## src/mem_consts.svh

```systemverilog
`ifndef MEM_CONSTS_SVH
`define MEM_CONSTS_SVH

// ram geometry
`define MEM_WORDS        1024
`define MEM_READ_LATENCY 2

// word aligned address map
`define RAM_BASE         32'h0000_0000
`define MTIMECMP_BASE    32'h0200_4000 // low word first
`define MTIME_BASE       32'h0200_bff8 // read only view

// read value for holes in the map
`define UNMAPPED_DATA    32'hffff_ffff

`endif

```

## src/bus_pkg.sv

```systemverilog
package bus_pkg;

    // load/store request from the core
    typedef struct packed {
        logic        write;
        logic [31:0] addr;
        logic [31:0] wdata;
        logic [31:0] wmask; // one bit per data bit
    } data_req_t;

    // command on the memory side of the arbiter
    typedef struct packed {
        logic        write;
        logic [31:0] addr;
        logic [31:0] wdata;
        logic [31:0] wmask;
    } mem_cmd_t;

    // bits set in wmask take the new data
    function automatic logic [31:0] masked_merge(
        input logic [31:0] old_data,
        input logic [31:0] new_data,
        input logic [31:0] wmask
    );
        return (old_data & ~wmask) | (new_data & wmask);
    endfunction

endpackage

```

## src/mmio_pkg.sv

```systemverilog
package mmio_pkg;

    // targets behind the map controller
    typedef enum logic [2:0] {
        REGION_RAM         = 3'd0,
        REGION_MTIMECMP_LO = 3'd1,
        REGION_MTIMECMP_HI = 3'd2,
        REGION_MTIME_LO    = 3'd3,
        REGION_MTIME_HI    = 3'd4,
        REGION_NONE        = 3'd7 // unmapped
    } region_t;

endpackage

```

## src/memory_map_controller.sv

```systemverilog
`timescale 1ns/1ns

`include "mem_consts.svh"

module memory_map_controller (
    input  logic              clk,
    input  logic              reset,

    input  logic              mem_cmd_start,
    input  bus_pkg::mem_cmd_t mem_cmd,
    output logic              mem_cmd_ready,
    output logic [31:0]       mem_rdata,
    output logic              mem_rdata_valid,

    output logic              ram_start,
    output bus_pkg::mem_cmd_t ram_cmd,
    input  logic              ram_ready,
    input  logic [31:0]       ram_rdata,
    input  logic              ram_rvalid,

    output logic              tmr_start,
    output mmio_pkg::region_t tmr_region,
    output logic [31:0]       tmr_wdata,
    output logic [31:0]       tmr_wmask,
    input  logic [31:0]       tmr_rdata,
    input  logic              tmr_rvalid
);

    import bus_pkg::*;
    import mmio_pkg::*;

    localparam logic [31:0] RAM_END = `RAM_BASE + 32'(`MEM_WORDS * 4);

    logic [31:0] word_addr;
    region_t     region;
    logic        accepted;
    logic        tmr_read_q;  // timer answer belongs to a load
    logic        none_read_q; // unmapped load answered next cycle

    assign word_addr = {mem_cmd.addr[31:2], 2'b00}; // low bits ignored

    always_comb begin
        if (word_addr >= `RAM_BASE && word_addr < RAM_END)
            region = REGION_RAM;
        else if (word_addr == `MTIMECMP_BASE)
            region = REGION_MTIMECMP_LO;
        else if (word_addr == `MTIMECMP_BASE + 32'd4)
            region = REGION_MTIMECMP_HI;
        else if (word_addr == `MTIME_BASE)
            region = REGION_MTIME_LO;
        else if (word_addr == `MTIME_BASE + 32'd4)
            region = REGION_MTIME_HI;
        else
            region = REGION_NONE;
    end

    assign mem_cmd_ready = ram_ready; // timer and holes never stall
    assign accepted      = mem_cmd_start && mem_cmd_ready;

    assign ram_start    = accepted && region == REGION_RAM;
    assign ram_cmd      = '{
        write: mem_cmd.write,
        addr:  word_addr - `RAM_BASE,
        wdata: mem_cmd.wdata,
        wmask: mem_cmd.wmask
    };

    assign tmr_start  = accepted && region != REGION_RAM && region != REGION_NONE;
    assign tmr_region = region;
    assign tmr_wdata  = mem_cmd.wdata;
    assign tmr_wmask  = mem_cmd.write ? mem_cmd.wmask : 32'h0; // zero mask leaves regs alone

    always_ff @(posedge clk) begin
        if (reset) begin
            tmr_read_q  <= 1'b0;
            none_read_q <= 1'b0;
        end else begin
            tmr_read_q  <= tmr_start && !mem_cmd.write;
            none_read_q <= accepted && region == REGION_NONE && !mem_cmd.write;
        end
    end

    // only one read is ever outstanding, so the sources never collide
    assign mem_rdata_valid = ram_rvalid || (tmr_rvalid && tmr_read_q) || none_read_q;
    assign mem_rdata       = ram_rvalid ? ram_rdata :
                             tmr_read_q ? tmr_rdata : `UNMAPPED_DATA;

endmodule

```

## config.mk

```make
export PLATFORM = sky130hd
export DESIGN_NAME = memory_map_controller
export DESIGN_NICKNAME = d
export VERILOG_FILES = /design/src/bus_pkg.sv /design/src/mmio_pkg.sv /design/src/memory_map_controller.sv
export VERILOG_INCLUDE_DIRS = /design/src /design/src/src
export SDC_FILE = /design/constraint.sdc
export NUM_CORES = 1
export LEC_CHECK = 0
export ABC_AREA = 1
export ABC_CLOCK_PERIOD_IN_PS = 1950
export BUFFER_PORTS_ARGS = -buffer_cell sky130_fd_sc_hd__clkbuf_2
export CAP_MARGIN = 20
export CORE_AREA = 2 2 145 147
export CTS_BUF_LIST = sky130_fd_sc_hd__clkbuf_4
export DETAILED_ROUTE_END_ITERATION = 8
export DIE_AREA = 0 0 147 149
export REMOVE_ABC_BUFFERS = 1
export SYNTH_ARGS = -nofsm -noshare
export SYNTH_HDL_FRONTEND = slang
export SYNTH_SLANG_ARGS = --single-unit
```

## constraint.sdc

```tcl
create_clock -name clk -period 1.95 [get_ports clk]
set_input_delay 0 -clock clk [delete_from_list [all_inputs] [get_ports clk]]
set_output_delay 0 -clock clk [all_outputs]
set_load 0.02 [all_outputs]
```

==> results.md, run 1 <==
- Placed cell count: 808
- Setup Fix Bufs, Post-CTS: 0
- Wire length of the first global-routing pass: 14.4 mm
- Max-cap viol count: 0
- Gate power share: 82.7%
- Critical Path Sink Type: output pin
- Average vias per placed instance: 3.35
- Cell area after layout: 2830 um^2
- Count of cell types in the netlist: 20
- DRC Markers: 0
- Post_cts resized: 0
- Detailed Route WL: 10.9 mm
- GRT Total Usage: 8.94%
- Die Height: 149 um
- Final nets: 705
- Grt ovf: 0
- Detail Route Antenna Nets: 0
- Clk sink count: 2
- Initial antenna violation count: 0
- Crit path max fanout: 32
- Layout area overhead: 33.2%
- Final Non-Filler Cells: 812
- Largest net degree at the start of global routing: 34
- Seq cells post-synth: 2
- Crit start category: flip-flop
- Layout cells sized above 1: 52.2%
- Netlist Area Pre-Place: 2130 um^2
- Vias: 2,719
- Initial Utilization: 10.4%
- Placed cell areas: 2810 um^2
- Fmax: 0.792 GHz
- Switching portion of total power: 55.3%
- Min Tclk post-route: 1.26 ns
- Post-synth top area cell: buf_4
- I/O pin total: 367
- Fin crit share: 64.7%
- Setup TNS Final: 0 ns
- Pint: 345 uW
- Sequential cell area fraction in the yosys report: 1.88%
- Reg power frac: 5.4%
- Switching power: 427 uW
- Die width: 147 um
- Row cnt: 53
- Placer congestion estimate: 0.828
- Clock power frac: 11.9%
- Req. time, crit path: 1.95 ns
- DR pass1 iterations: 4
- Core area: 20,600 um^2
- HP Class: in -> out
- 1st-iter DRT viols: 49
- Post-DP HPWL: 9.65 mm
- Ranking of synthesized cells by area: buf_4 (46%), nand2_1 (22%), inv_1 (9.2%)
- Inserted Clock Buffers: 3
- Mapped Cells: 406
- Synth warn: 0
- Clock-pin slew on the worst setup and hold paths: 0.03 ns
- Wire per inst: 13.4 um
- Final Max Tran Viols: 0
- Crit path kind: reg -> out
- RSZ-0062 raised after global routing: false
- DIE AREA: 21,900 um^2
- Leakage: 0.00193 uW
- Hold Violations, Final: 0
- Outcome: finished clean
- Number of global-route vias before repair: 2,331
- CTS Root Cell: clkbuf_4
- CTS tree: built
- Cell Pwr Density: 273 nW/um^2
- Overall Power: 772 uW
- H-tree levels: 1
- Share of the synthesized area in the top cell type: 45.9%
- Cts hold-fix bufs: 0
- Worst Path Arrival: 1.26 ns
- # setup viols final: 0
- Avg Inst Size Synth: 5.24 um^2
- Port bufs: 266
- Clk buf depth: 2
- VDD IR max: 0.0850 mV
cell usage in the layout (no fill, tap or decap):
master and count:
clkbuf_4 3, buf_4 4, a211o_1 1, nand3_2 1, nand2_1 127, o21ai_1 1
nor2_4 1, nor2_2 3, nand3_1 1, dfxtp_1 2, nand2_2 1, o21ai_0 32
clkinv_1 1, clkbuf_2 266, nor3_2 1, nor2_1 34, inv_1 52, a21oi_1 1
diode_2 1, or2_1 1, conb_1 2, nand4_1 1
cells by family after synthesis:
kind of cell           Yosys count  share of synthesized area, %
other                            1                         0.176
AO/OA/AOI/OAI                   35                          8.41
flip-flops                       2                          1.88
buffers and inverters          197                          57.7
AND/OR/NAND/NOR                171                          31.9
Yosys cell counts:
library cell and number:
a211o_1 1, a21oi_1 1, buf_4 130, clkbuf_1 14
clkinv_1 1, conb_1 1, dfxtp_1 2, inv_1 52
nand2_1 127, nand2_2 1, nand3_1 1, nand3_2 1
nand4_1 1, nor2_1 34, nor2_2 3, nor2_4 1
nor3_2 1, o21ai_0 32, o21ai_1 1, or2_1 1
routing by layer:
metal	wire length, um	vias to the layer above	global-route usage [%]	share of wire, %
met3	2250	6	7.83	21
met5	130	-	5.23	1.2
li1	-	1326	-	-
met1	4190	1102	9.93	38
met2	4330	281	13.0	40
met4	17	4	0.673	0.16
path summary, 6_finish.rpt:
check | cells past startpoint | start | slack [ns] | to
worst max-delay path | 5 | tmr_read_q$_SDFF_PP0_ | 0.69 | mem_rdata[4]
worst min-delay path | 0 | mem_cmd[36] | 0.0002 | ram_cmd[36]
layout make-up:
| type | count | area, um^2 |
|---|---|---|
| Clock buffer | 3 | 22.5 |
| Fill cell | 2395 | 17700 |
| Timing Repair Buffer | 270 | 1360 |
| Antenna cell | 1 | 2.50 |
| Inverter | 53 | 199 |
| Multi-Input combinational cell | 208 | 865 |
| Sequential cell | 2 | 40.0 |
| Tap cell | 275 | 344 |
critical path, cell delays in order (launching register included):
cell      delay (ns)
dfxtp_1         0.32
inv_1           0.04
buf_4           0.21
o21ai_0         0.23
nand2_1         0.07
clkbuf_2        0.16
registers in the layout (all words and copies together), names as in the netlist:
register / cells
tmr_read_q: 1
none_read_q: 1
power groups by stage:
stage | sequential [uW] | combinational (uW) | clock [uW]
final | 41.9 | 639 | 91.8
after global routing | 42.0 | 697 | 97.5
after global placement | 42.4 | 642 | 0
after CTS | 41.9 | 647 | 95.4
after detailed placement | 42.4 | 644 | 0
after floorplan | 42.4 | 210 | 0
metrics by stage:
stage	hold slack, ns	util (%)	setup slack [ns]
after floorplan	0	-	0.989
after global placement	0.000229	13.7	0.710
after CTS	0.000229	13.8	0.649
final	0.000198	13.8	0.688
after detailed placement	0.000229	13.7	0.710
after global routing	0.000190	13.8	0.578
No activity file was read; power rests on OpenSTA's default activity.
==> run 2: changes to the inputs <==
Settings changed: ABC_CLOCK_PERIOD_IN_PS 1950 to 1250, CORE_AREA 2 2 145 147 to 2 2 143 145, DIE_AREA 0 0 147 149 to 0 0 145 147.
Clock period 1.95 ns to 1.25 ns, I/O delays scaled along.
==> results.md, run 2 (synthesis gave the netlist of run 1 again) <==
- Outcome: finished clean (unchanged)
- Number of global-route vias before repair: 2,432 (was 2,331)
- Hold path start: mem_cmd[44] (was mem_cmd[36])
- Metal3 WL: 1.84 mm (was 2.25 mm)
- Cts hold-fix bufs: 0 (unchanged)
- DRC Markers: 0 (unchanged)
- VDD IR max: 0.103 mV (was 0.0850 mV)
- Max layer used: met5 (unchanged)
- Fin worst setup slack: 0.00985 ns (was 0.688 ns)
- Biggest regs: none_read_q: 1 flops, tmr_read_q: 1 flops (unchanged)
- Detailed Route WL: 10.2 mm (was 10.9 mm)
- Vias: 2,669 (was 2,719)
- HP Class: in -> out (unchanged)
- Cell Pwr Density: 408 nW/um^2 (was 273 nW/um^2)
- CP max stage cell: dfxtp_2 (was dfxtp_1)
- Hold Crit Depth: 0 (unchanged)
- Placement Setup Slack: 0.0224 ns (was 0.710 ns)
- Overall Power: 1250 uW (was 772 uW)
- GRT Total Usage: 8.70% (was 8.94%)
- Clk sink count: 2 (unchanged)
- Largest stage delay, worst path: 0.34 ns (was 0.32 ns)
- DIE AREA: 21,300 um^2 (was 21,900 um^2)
- Worst path cell trace: inv_4 > bufbuf_16 > o21ai_1 > nand2_1 > buf_4 (was inv_1 > buf_4 > o21ai_0 > nand2_1 > clkbuf_2)
- Wire per inst: 12.5 um (was 13.4 um)
- Worst Path Arrival: 1.24 ns (was 1.26 ns)
- Clk buf depth: 2 (unchanged)
- Crit start category: flip-flop (unchanged)
- Most common cell after layout, fill and taps aside: clkbuf_2 (unchanged)
- Final Max Tran Viols: 0 (unchanged)
- Port bufs: 266 (unchanged)
- DR pass1 iterations: 4 (unchanged)
- 1st-iter DRT viols: 49 (unchanged)
- Wl on met1: 4.08 mm (was 4.19 mm)
- Row cnt: 52 (was 53)
- Crit path max fanout: 14 (was 32)
- I/O pin total: 367 (unchanged)
- Grt ovf: 0 (unchanged)
- Largest net degree at the start of global routing: 34 (unchanged)
- Hold Violations, Final: 0 (unchanged)
- Antenna cells: 0 (was 1)
- Worst Hold Endpoint: tmr_wdata[12] (was ram_cmd[36])
- Post-DP HPWL: 8.86 mm (was 9.65 mm)
- CTS Root Cell: clkbuf_4 (unchanged)
- Routed length on met2: 4.17 mm (was 4.33 mm)
- Layout cells sized above 1: 56.9% (was 52.2%)
- Die Height: 147 um (was 149 um)
- Initial antenna violation count: 0 (unchanged)
- Layout area overhead: 44.4% (was 33.2%)
- Fmax: 0.806 GHz
- # setup viols final: 0 (unchanged)
- CTS tree: built (unchanged)
- Req. time, crit path: 1.25 ns (was 1.95 ns)
- Setup TNS Final: 0 ns (unchanged)
- Core area: 19,800 um^2 (was 20,600 um^2)
- Min Tclk post-route: 1.24 ns
- RSZ-0062 raised after global routing: true (was false)
- Fin crit share: 99.2%
- Critical Path Sink Type: output pin (unchanged)
- Inserted Clock Buffers: 3 (unchanged)
- FILL cells: 2,301 (was 2,395)
- Detail Route Antenna Nets: 0 (unchanged)
- Initial Utilization: 10.7% (was 10.4%)
- Crit path kind: reg -> out (unchanged)
- Clock-pin slew on the worst setup and hold paths: 0.03 ns (about the same)
- Max-cap viol count: 0 (unchanged)
- Die width: 145 um (was 147 um)
- Leakage: 0.00204 uW (was 0.00193 uW)
- Final Non-Filler Cells: 817 (was 812)
- H-tree levels: 1 (unchanged)
- Final nets: 716 (was 705)
- Placed cell count: 810 (was 808)
- Wire length of the first global-routing pass: 14.2 mm (was 14.4 mm)
- Placer congestion estimate: 0.722 (was 0.828)
- Commonest non-fill, non-tap cells in the layout: clkbuf_2 (250), nand2_1 (125), inv_1 (51) (was clkbuf_2 (266), nand2_1 (127), inv_1 (52))
- Average vias per placed instance: 3.27 (was 3.35)
[run 2: cell count changes in the layout (fill, tap and decap cells not counted), moves of 2 or more]
cell / previous run / this run
nor2_2: 3 / 9
nand2_2: 1 / 3
nand2_1: 127 / 125
buf_4: 4 / 22
o21ai_0: 32 / 12
clkbuf_8: 0 / 2
buf_12: 0 / 2
clkbuf_2: 266 / 250
nor2_1: 34 / 27
o21ai_1: 1 / 12
buf_2: 0 / 2
o21ai_2: 0 / 9
[run 2: final cells by class]
cell class / instances / area [um^2] / share of cell area, %
multi-input combinational: 208 / 926 / 30.1
clock buffer: 3 / 22.5 / 0.733
inverter: 53 / 201 / 6.55
tap: 270 / 338 / 11.0
sequential: 2 / 41.3 / 1.34
timing repair buffer: 281 / 1550 / 50.3
[run 2: what timing repair did]
item                       4_1_cts  5_1_grt
setup buffers                    0        3
gates cloned                     1        0
setup endpoints to repair        1       22
gates resized for setup         32       40
pin swaps                        0        7
[run 2: per-layer routing]
layer	vias up	global-route usage, %
li1	1357	-
met1	1082	9.87
met2	220	12.3
met3	8	7.14
met4	2	1.63
met5	-	4.32
[run 2: metrics by stage]
stage | utilization, % | area [um^2] | hold slack [ns]
after CTS | 15.0 | 2980 | 0.000209
after detailed placement | 14.5 | 2880 | 0.000209
after global routing | 15.5 | 3070 | 0.000199
after floorplan | - | 1100 | 0
final | 15.5 | 3070 | 0.0000503
after global placement | 14.5 | 2880 | 0.000209
[run 2: worst max-delay path by stage]
stage	depth (start not counted)	slack, ns	to	start
floorplan	3	0.29	mem_rdata[0]	tmr_read_q$_SDFF_PP0_
global placement	10	-0.007	tmr_start	mem_cmd[91]
detailed placement	10	0.02	tmr_start	mem_cmd[91]
CTS	5	-0.0002	mem_rdata[30]	tmr_read_q$_SDFF_PP0_
global route	5	-0.07	mem_rdata[23]	tmr_read_q$_SDFF_PP0_
finish	5	0.01	mem_rdata[26]	tmr_read_q$_SDFF_PP0_
[run 2: critical path: cells and delay by family (launching register included)]
kind            cells  cell delay (ns)
flops               1             0.34
buf+inv             3             0.49
simple gates        1             0.07
compound gates      1             0.11
[run 2: report_power, final]
| group | switching (uW) | total [uW] | internal [uW] |
|---|---|---|---|
| Combinational | 644 | 1050 | 408 |
| Clock | 31.5 | 137 | 105 |
| Sequential | 0.358 | 65.6 | 65.2 |
