<file path="src/mem_consts.svh">
`ifndef MEM_CONSTS_SVH
`define MEM_CONSTS_SVH

// ram geometry
`define MEM_WORDS        1024
`define MEM_READ_LATENCY 2

// word aligned address map
`define RAM_BASE         32'h0000_0000
`define MTIMECMP_BASE    32'h0200_4000 // low word first
`define MTIME_BASE       32'h0200_bff8 // read only view

// read value for holes in the map
`define UNMAPPED_DATA    32'hffff_ffff

`endif

</file>
<file path="src/bus_pkg.sv">
package bus_pkg;

    // load/store request from the core
    typedef struct packed {
        logic        write;
        logic [31:0] addr;
        logic [31:0] wdata;
        logic [31:0] wmask; // one bit per data bit
    } data_req_t;

    // command on the memory side of the arbiter
    typedef struct packed {
        logic        write;
        logic [31:0] addr;
        logic [31:0] wdata;
        logic [31:0] wmask;
    } mem_cmd_t;

    // bits set in wmask take the new data
    function automatic logic [31:0] masked_merge(
        input logic [31:0] old_data,
        input logic [31:0] new_data,
        input logic [31:0] wmask
    );
        return (old_data & ~wmask) | (new_data & wmask);
    endfunction

endpackage

</file>
<file path="src/memory_interface.sv">
`timescale 1ns/1ns

module memory_interface (
    input  logic               clk,
    input  logic               reset,
    input  logic               exited,

    input  logic               inst_start,
    output logic               inst_ready,
    input  logic [31:0]        i_addr,
    output logic [31:0]        inst,
    output logic               inst_valid,

    input  logic               d_cmd_start,
    output logic               d_cmd_ready,
    input  bus_pkg::data_req_t d_req,
    output logic [31:0]        rdata,
    output logic               rdata_valid,

    output logic               mem_cmd_start,
    output bus_pkg::mem_cmd_t  mem_cmd,
    input  logic               mem_cmd_ready,
    input  logic [31:0]        mem_rdata,
    input  logic               mem_rdata_valid
);

    import bus_pkg::*;

    typedef enum logic [1:0] {
        WAIT_CMD,
        WAIT_READY,
        WAIT_READ
    } state_t;

    state_t      state;
    logic        cmd_is_inst; // outstanding read is the fetch
    logic        pend_data;   // data request saved next to the fetch
    logic [31:0] save_i_addr;
    data_req_t   save_req;
    logic [31:0] inst_q;
    logic [31:0] rdata_q;

    logic        take;
    logic        fetch_done;
    logic        load_done;

    function automatic mem_cmd_t fetch_cmd(input logic [31:0] addr);
        mem_cmd_t cmd;
        cmd       = '0;
        cmd.addr  = addr;
        return cmd;
    endfunction

    assign take       = !exited && state == WAIT_CMD && (inst_start || d_cmd_start);
    assign fetch_done = !exited && state == WAIT_READ && mem_rdata_valid && cmd_is_inst;
    assign load_done  = !exited && state == WAIT_READ && mem_rdata_valid && !cmd_is_inst;

    assign inst_ready  = !exited && state == WAIT_CMD;
    assign d_cmd_ready = !exited && state == WAIT_CMD;

    assign inst_valid  = fetch_done;
    assign rdata_valid = load_done;
    assign inst        = fetch_done ? mem_rdata : inst_q; // hold between pulses
    assign rdata       = load_done ? mem_rdata : rdata_q;

    always_comb begin
        mem_cmd_start = 1'b0;
        mem_cmd       = mem_cmd_t'(save_req);
        case (state)
            WAIT_CMD: begin
                mem_cmd       = inst_start ? fetch_cmd(i_addr) : mem_cmd_t'(d_req); // fetch wins
                mem_cmd_start = take && mem_cmd_ready;
            end
            WAIT_READY: begin
                mem_cmd       = cmd_is_inst ? fetch_cmd(save_i_addr) : mem_cmd_t'(save_req);
                mem_cmd_start = !exited && mem_cmd_ready;
            end
            WAIT_READ: begin
                // chain the saved data command onto the returning fetch
                mem_cmd_start = fetch_done && pend_data && mem_cmd_ready;
            end
            default: begin
                mem_cmd_start = 1'b0;
            end
        endcase
    end

    always_ff @(posedge clk) begin
        if (reset) begin
            state       <= WAIT_CMD;
            cmd_is_inst <= 1'b0;
            pend_data   <= 1'b0;
        end else if (!exited) begin
            case (state)
                WAIT_CMD: begin
                    if (take) begin
                        cmd_is_inst <= inst_start;
                        pend_data   <= d_cmd_start;
                        if (!mem_cmd_ready)
                            state <= WAIT_READY;
                        else if (inst_start || !d_req.write)
                            state <= WAIT_READ; // stores finish at acceptance
                    end
                end
                WAIT_READY: begin
                    if (mem_cmd_ready)
                        state <= (cmd_is_inst || !save_req.write) ? WAIT_READ : WAIT_CMD;
                end
                WAIT_READ: begin
                    if (fetch_done) begin
                        if (pend_data) begin
                            cmd_is_inst <= 1'b0;
                            if (!mem_cmd_ready)
                                state <= WAIT_READY;
                            else if (save_req.write)
                                state <= WAIT_CMD;
                        end else begin
                            state <= WAIT_CMD;
                        end
                    end else if (load_done) begin
                        state <= WAIT_CMD;
                    end
                end
                default: state <= WAIT_CMD;
            endcase
        end
    end

    always_ff @(posedge clk) begin
        if (take) begin
            save_i_addr <= i_addr;
            save_req    <= d_req;
        end
        if (fetch_done)
            inst_q <= mem_rdata;
        if (load_done)
            rdata_q <= mem_rdata;
    end

endmodule

</file>
<file path="config.mk">
export PLATFORM = sky130hd
export DESIGN_NAME = memory_interface
export DESIGN_NICKNAME = d
export VERILOG_FILES = /design/src/mem_consts.svh /design/src/bus_pkg.sv /design/src/memory_interface.sv
export SDC_FILE = /design/constraint.sdc
export NUM_CORES = 1
export LEC_CHECK = 0
export BUFFER_PORTS_ARGS = -buffer_cell sky130_fd_sc_hd__buf_2
export CORE_ASPECT_RATIO = 0.7
export CORE_MARGIN = 3
export CORE_UTILIZATION = 44
export CTS_CLUSTER_DIAMETER = 200
export DETAILED_ROUTE_END_ITERATION = 8
export PLACE_DENSITY_LB_ADDON = 0.3
export SLEW_MARGIN = 20
export SYNTH_ARGS = -nofsm -noshare
export SYNTH_HDL_FRONTEND = slang
export SYNTH_SLANG_ARGS = --single-unit
</file>
<file path="constraint.sdc">
create_clock -name clk -period 4.52 [get_ports clk]
set_input_delay 0.226 -clock clk [delete_from_list [all_inputs] [get_ports clk]]
set_output_delay 0.226 -clock clk [all_outputs]
set_load 0.01 [all_outputs]
</file>
==> metrics.md, run 1 <==
| Metric | Value |
|---|---|
| Reg2reg setup slack | 1.93 ns |
| Post-Place Cells | 1174 |
| Yosys cell types | 33 |
| Worst vdd rail ir drop | 0.290 mV |
| RSZ-0062 raised after global routing | false |
| Max Cap Viol | 0 |
| Routed vias/inst | 5.13 |
| Mapped cell area | 0.00826 mm2 |
| Slew Limit Fails | 0 |
| Count of state elements after synthesis | 197 |
| Die X | 170 um |
| CTS Buf Count | 17 |
| Slowest cell on crit path | dfxtp_2 |
| Finish-stage setup viols | 0 |
| Worst setup EP type | output port |
| Critical Path Sink | mem_cmd_start |
| Pre-Repair DR Iteration Count | 4 |
| Setup crit start | cmd_is_inst$_SDFFE_PP0P_ |
| CTS tree | built |
| Pwr per Cell Area | 429 mW/mm2 |
| Period utilization | 69.2% |
| WS Path Type | flop to output port |
| Cell taking the most area after synthesis | edfxtp_1 |
| Global-route wire length before repair | 36600 um |
| Post-synthesis average cell area | 12.9 um2 |
| Post-synth top flop | edfxtp_1 |
| Vias in the first global route | 6847 |
| Avg WL per Cell | 18.0 um |
| DR iter-0 viols | 443 |
| Core area | 0.0182 mm2 |
| Asr flop ratio synth | 0% |
| DRC | 0 |
| Largest net degree at the start of global routing | 71 |
| Drt total wl | 24100 um |
| H-tree levels | 4 |
| # Post-CTS Setup Buffers | 0 |
| Reg2reg end | cmd_is_inst$_SDFFE_PP0P_ |
| GRT overflow | 0 |
| Clock tree buffer depth | 2 |
| Area Overhead vs Synth | 46.5% |
| PortBufs | 333 |
| Post-DP HPWL | 15300 um |
| Post-Layout Cell Count | 1340 |
| Worst Clk Skew | 0.0108 ns |
| GP Congestion | 0.770 |
| Outcome | completed |
| Req. time, crit path | 4.29 ns |
| Crit Path Max Fanout | 37 |
| Syn Nets | 811 |
| Nets | 1263 |
| Area contributors post-synth | edfxtp_1 (47%), dfxtp_1 (16%), mux2_2 (13%) |
| Vias | 6876 |
| Row count | 41 |
| Post-route cell area | 0.0121 mm2 |
| Synth top area share | 46.9% |
| Post-synth EDFFs | 129 |
| Post-Syn Instances | 638 |
| Final Hold Viols | 0 |
| Count leader, synth | nand2_1 |
| P_leak | 0.00548 uW |
| Clock latency at the later pin of the worst-skew pair | 0.43 ns |
| Min cycle time layout | 3.13 ns |
| Synth cell count leaders | nand2_1 (163), edfxtp_1 (129), mux2_2 (96) |
| Cell Chain, Critical Path | nand4b_4, buf_4, inv_4, a21oi_1, a2111oi_0, buf_2 |
| Initial antenna violation count | 1 |
| CP peak stage delay | 1.00 ns |
| F_max | 320 MHz |
| Worst-margin pin slew | 1.02 ns |
| Antenna-violating nets left | 0 |
| Reg-to-Reg Start | cmd_is_inst$_SDFFE_PP0P_ |
| Layout cells sized above 1 | 43.5% |
| Slew HR | 32.3% |
| Hold WC Path Type | input pin to flop |
| Setup TNS | 0 ns |
| Worst Path Arrival | 2.90 ns |
| Synthesis Warnings | 0 |
| Nature of the critical path startpoint | flop |
| Die Footprint | 0.0205 mm2 |
| Initial core utilization | 45.4% |
| I/O Pins | 334 |
| Clk sinks | 197 |
| Post-synthesis sequential area ratio | 63.4% |
| Reg2Reg Depth | 6 |
| GRT Util Overall | 22.8% |
| Root Driver | clkbuf_16 |
| Dpl cell area | 0.0102 mm2 |
| Die Height | 121 um |
| Clock transition at path regs | 0.07 ns |
==> flip-flops by register name, indices dropped and copies added, names as in the netlist <==
register / count
state: 2
save_i_addr: 32
pend_data: 1
save_req: 97
rdata_q: 32
cmd_is_inst: 1
inst_q: 32
==> layer usage <==
metal | global-route usage (%) | routed length, um | up-vias
li1 | - | - | 3264
met2 | 39.4 | 12100 | 263
met1 | 28.3 | 10000 | 3320
met4 | 6.03 | 375 | 0
met3 | 6.11 | 1710 | 29
met5 | 0 | 0 | -
==> cells by family (layout without fill, tap and decap cells) <==
kind of cell	after synthesis	count (layout)	share of synthesized area (%)
and+or+nand+nor	179	179	8.89
adders and majority gates	5	5	0.757
DFF	197	197	63.4
muxes	97	97	13.2
buffers and inverters	48	513	2.50
other	0	1	0
AOI/OAI and AO/OA	112	112	11.3
==> worst min-delay path by stage <==
stage | startpoint | to | slack, ns | cells after the start
2_1_floorplan | reset | cmd_is_inst$_SDFFE_PP0P_ | 0.30 | 1
6_report | mem_rdata[5] | inst_q[5]$_DFF_P_ | 0.02 | 3
4_1_cts | d_req[49] | save_req[49]$_DFFE_PP_ | 0.0009 | 1
5_1_grt | d_req[50] | save_req[50]$_DFFE_PP_ | 0.002 | 1
3_3_place_gp | d_req[83] | save_req[83]$_DFFE_PP_ | 0.42 | 1
3_5_place_dp | i_addr[21] | save_i_addr[21]$_DFFE_PP_ | 0.42 | 1
==> placed cells by master (no fill, tap or decap), types with 5 or more instances in the layout <==
cell             n
a22o_1          65
mux2_2          96
dfxtp_1         67
dlygate4sd3_1  133
buf_4            8
buf_2          333
a22oi_1         34
ha_1             5
clkbuf_16       18
nand2_1        163
edfxtp_1       129
==> through the flow <==
stage	hold WS (ns)	setup WS [ns]	power (uW)	util, %
4_1_cts	0.000892	1.31	5210	66.2
3_3_place_gp	0.416	1.76	3590	55.9
2_1_floorplan	0.295	0.837	3050	-
5_1_grt	0.00231	1.09	5440	66.4
6_report	0.0167	1.39	5190	66.4
3_5_place_dp	0.416	1.77	3620	55.9
==> area by class of cell <==
class	instances	area (um2)
Clock buffer	18	450
Fill cell	1351	6110
Tap cell	236	295
Inverter	5	21.3
Multi-Input combinational cell	393	2860
Sequential cell	197	5240
Clock inverter	14	141
Antenna cell	1	2.50
Timing Repair Buffer	476	3100
==> repair_timing <==
| item | in CTS | in global routing |
|---|---|---|
| resized for setup | 0 | 0 |
| hold buffers | 128 | 5 |
| hold endpoints to repair | 128 | 5 |
==> worst max-delay path, delay by kind of cell, from the launching register on <==
kind	cells	cell delay (ns)
AOI/OAI and AO/OA	2	0.50
DFF	1	1.00
buffers and inverters	3	0.83
and+or+nand+nor	1	0.13
==> power by group <==
| part | total [uW] | switching, uW | internal (uW) |
|---|---|---|---|
| Combinational | 1390 | 739 | 655 |
| Clock | 1510 | 700 | 809 |
| Sequential | 2290 | 84.1 | 2200 |
No activity file was read; power rests on OpenSTA's default activity.
==> run 2, diff against run 1 <==
CORE_UTILIZATION = 49   (was 44)
clock period = 3.25 ns   (was 4.52 ns; I/O delays follow)
==> run 2 against run 1 <==
Effect of this change: clock skew increased by 0.0023 ns; routed wire length rose by 8.6%; clock power is 36% higher; non-clock buffer count rose by 31; sequential cell count unchanged; count of clock-buffer cells in the layout is the same; critical endpoint is now mem_cmd[16]; largest cell class unchanged; highest routed layer unchanged.
==> metrics.md, run 2 (synthesized netlist as in run 1, its figures left out) <==
| Metric | Value |
|---|---|
| Pre-Repair DR Iteration Count | 5 (was 4) |
| Setup TNS | 0 ns (unchanged) |
| DR iter-0 viols | 572 (was 443) |
| # Post-CTS Setup Buffers | 0 (unchanged) |
| Largest register FFs | 97 (unchanged) |
| Clock transition at path regs | 0.07 ns (about the same) |
| # hold bufs at CTS | 162 (was 128) |
| WS Path Type | flop to output port (unchanged) |
| Slowest cell on crit path | nor2b_4 (was dfxtp_2) |
| Post-Layout Cell Count | 1360 (was 1340) |
| CTS Buf Count | 17 (unchanged) |
| Reg2Reg Depth | 8 (was 6) |
| Area Overhead vs Synth | 49.7% (was 46.5%) |
| Clock tree buffer depth | 2 (unchanged) |
| Die Height | 115 um (was 121 um) |
| CP most frequent cell | buf_4 |
| Reg2reg setup slack | 0.75 ns (was 1.93 ns) |
| Drt total wl | 26200 um (was 24100 um) |
| Most flop-heavy register | save_req (unchanged) |
| WP buf/inv | 4 (was 3) |
| Root Driver | clkbuf_16 (unchanged) |
| CTS tree | built (unchanged) |
| Nature of the critical path startpoint | flop (unchanged) |
| Clock latency at the later pin of the worst-skew pair | 0.43 ns (about the same) |
| Largest net degree at the start of global routing | 87 (was 71) |
| Vias | 7213 (was 6876) |
| GRT Util Overall | 27.8% (was 22.8%) |
| Routed vias/inst | 5.30 (was 5.13) |
| Setup ws final | 0.248 ns (was 1.39 ns) |
| F_max | 333 MHz |
| Req. time, crit path | 3.09 ns (was 4.29 ns) |
| CP peak stage delay | 0.65 ns (was 1.00 ns) |
| Initial antenna violation count | 1 (unchanged) |
| Reg2reg end | cmd_is_inst$_SDFFE_PP0P_ (unchanged) |
| Worst-margin pin slew | 0.733 ns (was 1.02 ns) |
| Hold Startpoint | d_cmd_start (was mem_rdata[5]) |
| GP Congestion | 0.887 (was 0.770) |
| Die Footprint | 0.0185 mm2 (was 0.0205 mm2) |
| Family with the most delay on the worst path | buffers and inverters (was flip-flops) |
| Layout cells sized above 1 | 42.6% (was 43.5%) |
| Pwr per Cell Area | 584 mW/mm2 (was 429 mW/mm2) |
| Avg WL per Cell | 19.3 um (was 18.0 um) |
| RSZ-0062 raised after global routing | false (unchanged) |
| Post-Place Cells | 1165 (was 1174) |
| DP Worst Slack | 0.757 ns (was 1.77 ns) |
| Worst Path Arrival | 2.84 ns (was 2.90 ns) |
| Clk sinks | 197 (unchanged) |
| H-tree levels | 4 (unchanged) |
| Most common cell after layout, fill and taps aside | buf_2 (unchanged) |
| Slew HR | 51.0% (was 32.3%) |
| Hold WC Path Type | input pin to flop (unchanged) |
| Finish-stage setup viols | 0 (unchanged) |
| Reg-to-Reg Start | state[0]$_SDFFE_PP0P_ (was cmd_is_inst$_SDFFE_PP0P_) |
| Post-DP HPWL | 15800 um (was 15300 um) |
| Period utilization | 92.4% |
| Cell Chain, Critical Path | inv_1, ha_1, buf_4, nor2b_4, buf_4, a22o_1, buf_2 (was nand4b_4, buf_4, inv_4, a21oi_1, a2111oi_0, buf_2) |
| Hold depth | 3 (unchanged) |
| Crit Path Max Fanout | 40 (was 37) |
| Core area | 0.0164 mm2 (was 0.0182 mm2) |
| I/O Pins | 334 (unchanged) |
| Row count | 39 (was 41) |
| Worst setup EP type | output port (unchanged) |
| GRT overflow | 0 (unchanged) |
| Hold Path End | pend_data$_SDFFE_PP0P_ (was inst_q[5]$_DFF_P_) |
| Commonest non-fill, non-tap cells in the layout | buf_2 (333), nand2_1 (163), dlygate4sd3_1 (162), edfxtp_1 (129), mux2_2 (96) (was buf_2 (333), nand2_1 (163), dlygate4sd3_1 (133), edfxtp_1 (129), mux2_2 (96)) |
| Post-CTS sizing | 0 (unchanged) |
| DRC | 0 (unchanged) |
| Worst Clk Skew | 0.0131 ns (was 0.0108 ns) |
| Antenna-violating nets left | 0 (unchanged) |
| Slew Limit Fails | 0 (unchanged) |
| Initial core utilization | 50.4% (was 45.4%) |
| Final Power | 7220 uW (was 5190 uW) |
| PortBufs | 333 (unchanged) |
| Max Cap Viol | 0 (unchanged) |
| Min cycle time layout | 3.00 ns |
| Final Hold Viols | 0 (unchanged) |
| P_leak | 0.00560 uW (was 0.00548 uW) |
| Outcome | completed (unchanged) |
| Worst vdd rail ir drop | 0.519 mV (was 0.290 mV) |
| Vias in the first global route | 7190 (was 6847) |
| Die X | 161 um (was 170 um) |
| Global-route wire length before repair | 39900 um (was 36600 um) |
| Nets | 1294 (was 1263) |
[run 2: worst register-to-register path: cells and delay by family (launching register included)]
kind | cells | cell delay (ns)
fa+ha+maj | 1 | 0.19
compound gates | 2 | 0.20
flops | 1 | 0.35
simple gates | 2 | 0.84
buf+inv | 3 | 0.84
[run 2: final cells by class]
cell class | count | area, um2
inverter | 5 | 21.3
sequential | 197 | 5240
clock buffer | 18 | 439
fill | 1011 | 4030
antenna | 1 | 2.50
tap | 225 | 282
multi-input combinational | 393 | 2860
clock inverter | 14 | 139
timing repair buffer | 507 | 3390
[run 2: layer usage]
metal | routed length, um | track usage (%)
met3 | 1950 | 7.48
met1 | 10300 | 34.3
met2 | 13200 | 47.6
met4 | 700 | 9.51
met5 | 0 | 0
[run 2: metrics by stage]
| stage | instance area [um2] | util [%] | hold slack [ns] |
|---|---|---|---|
| after floorplan | 8270 | - | 0.232 |
| after global placement | 10200 | 62.0 | 0.352 |
| after detailed placement | 10200 | 62.0 | 0.353 |
| after CTS | 12400 | 75.4 | 0.0259 |
| after global routing | 12400 | 75.4 | 0.0949 |
| final | 12400 | 75.4 | 0.0449 |
[run 2: power breakdown]
group / internal [uW] / switching, uW
registers: 3070 / 120
clock network: 1040 / 1010
logic: 930 / 1060
total: 5040 / 2190
[run 2: how the worst max path moves through the flow]
stage,depth (start not counted),start,end
2_1_floorplan,7,state[0]$_SDFFE_PP0P_,mem_cmd_start
4_1_cts,7,state[0]$_SDFFE_PP0P_,mem_cmd[22]
3_5_place_dp,7,state[0]$_SDFFE_PP0P_,mem_cmd[22]
3_3_place_gp,7,state[0]$_SDFFE_PP0P_,mem_cmd[55]
5_1_grt,7,state[0]$_SDFFE_PP0P_,mem_cmd[38]
6_report,7,state[0]$_SDFFE_PP0P_,mem_cmd[16]
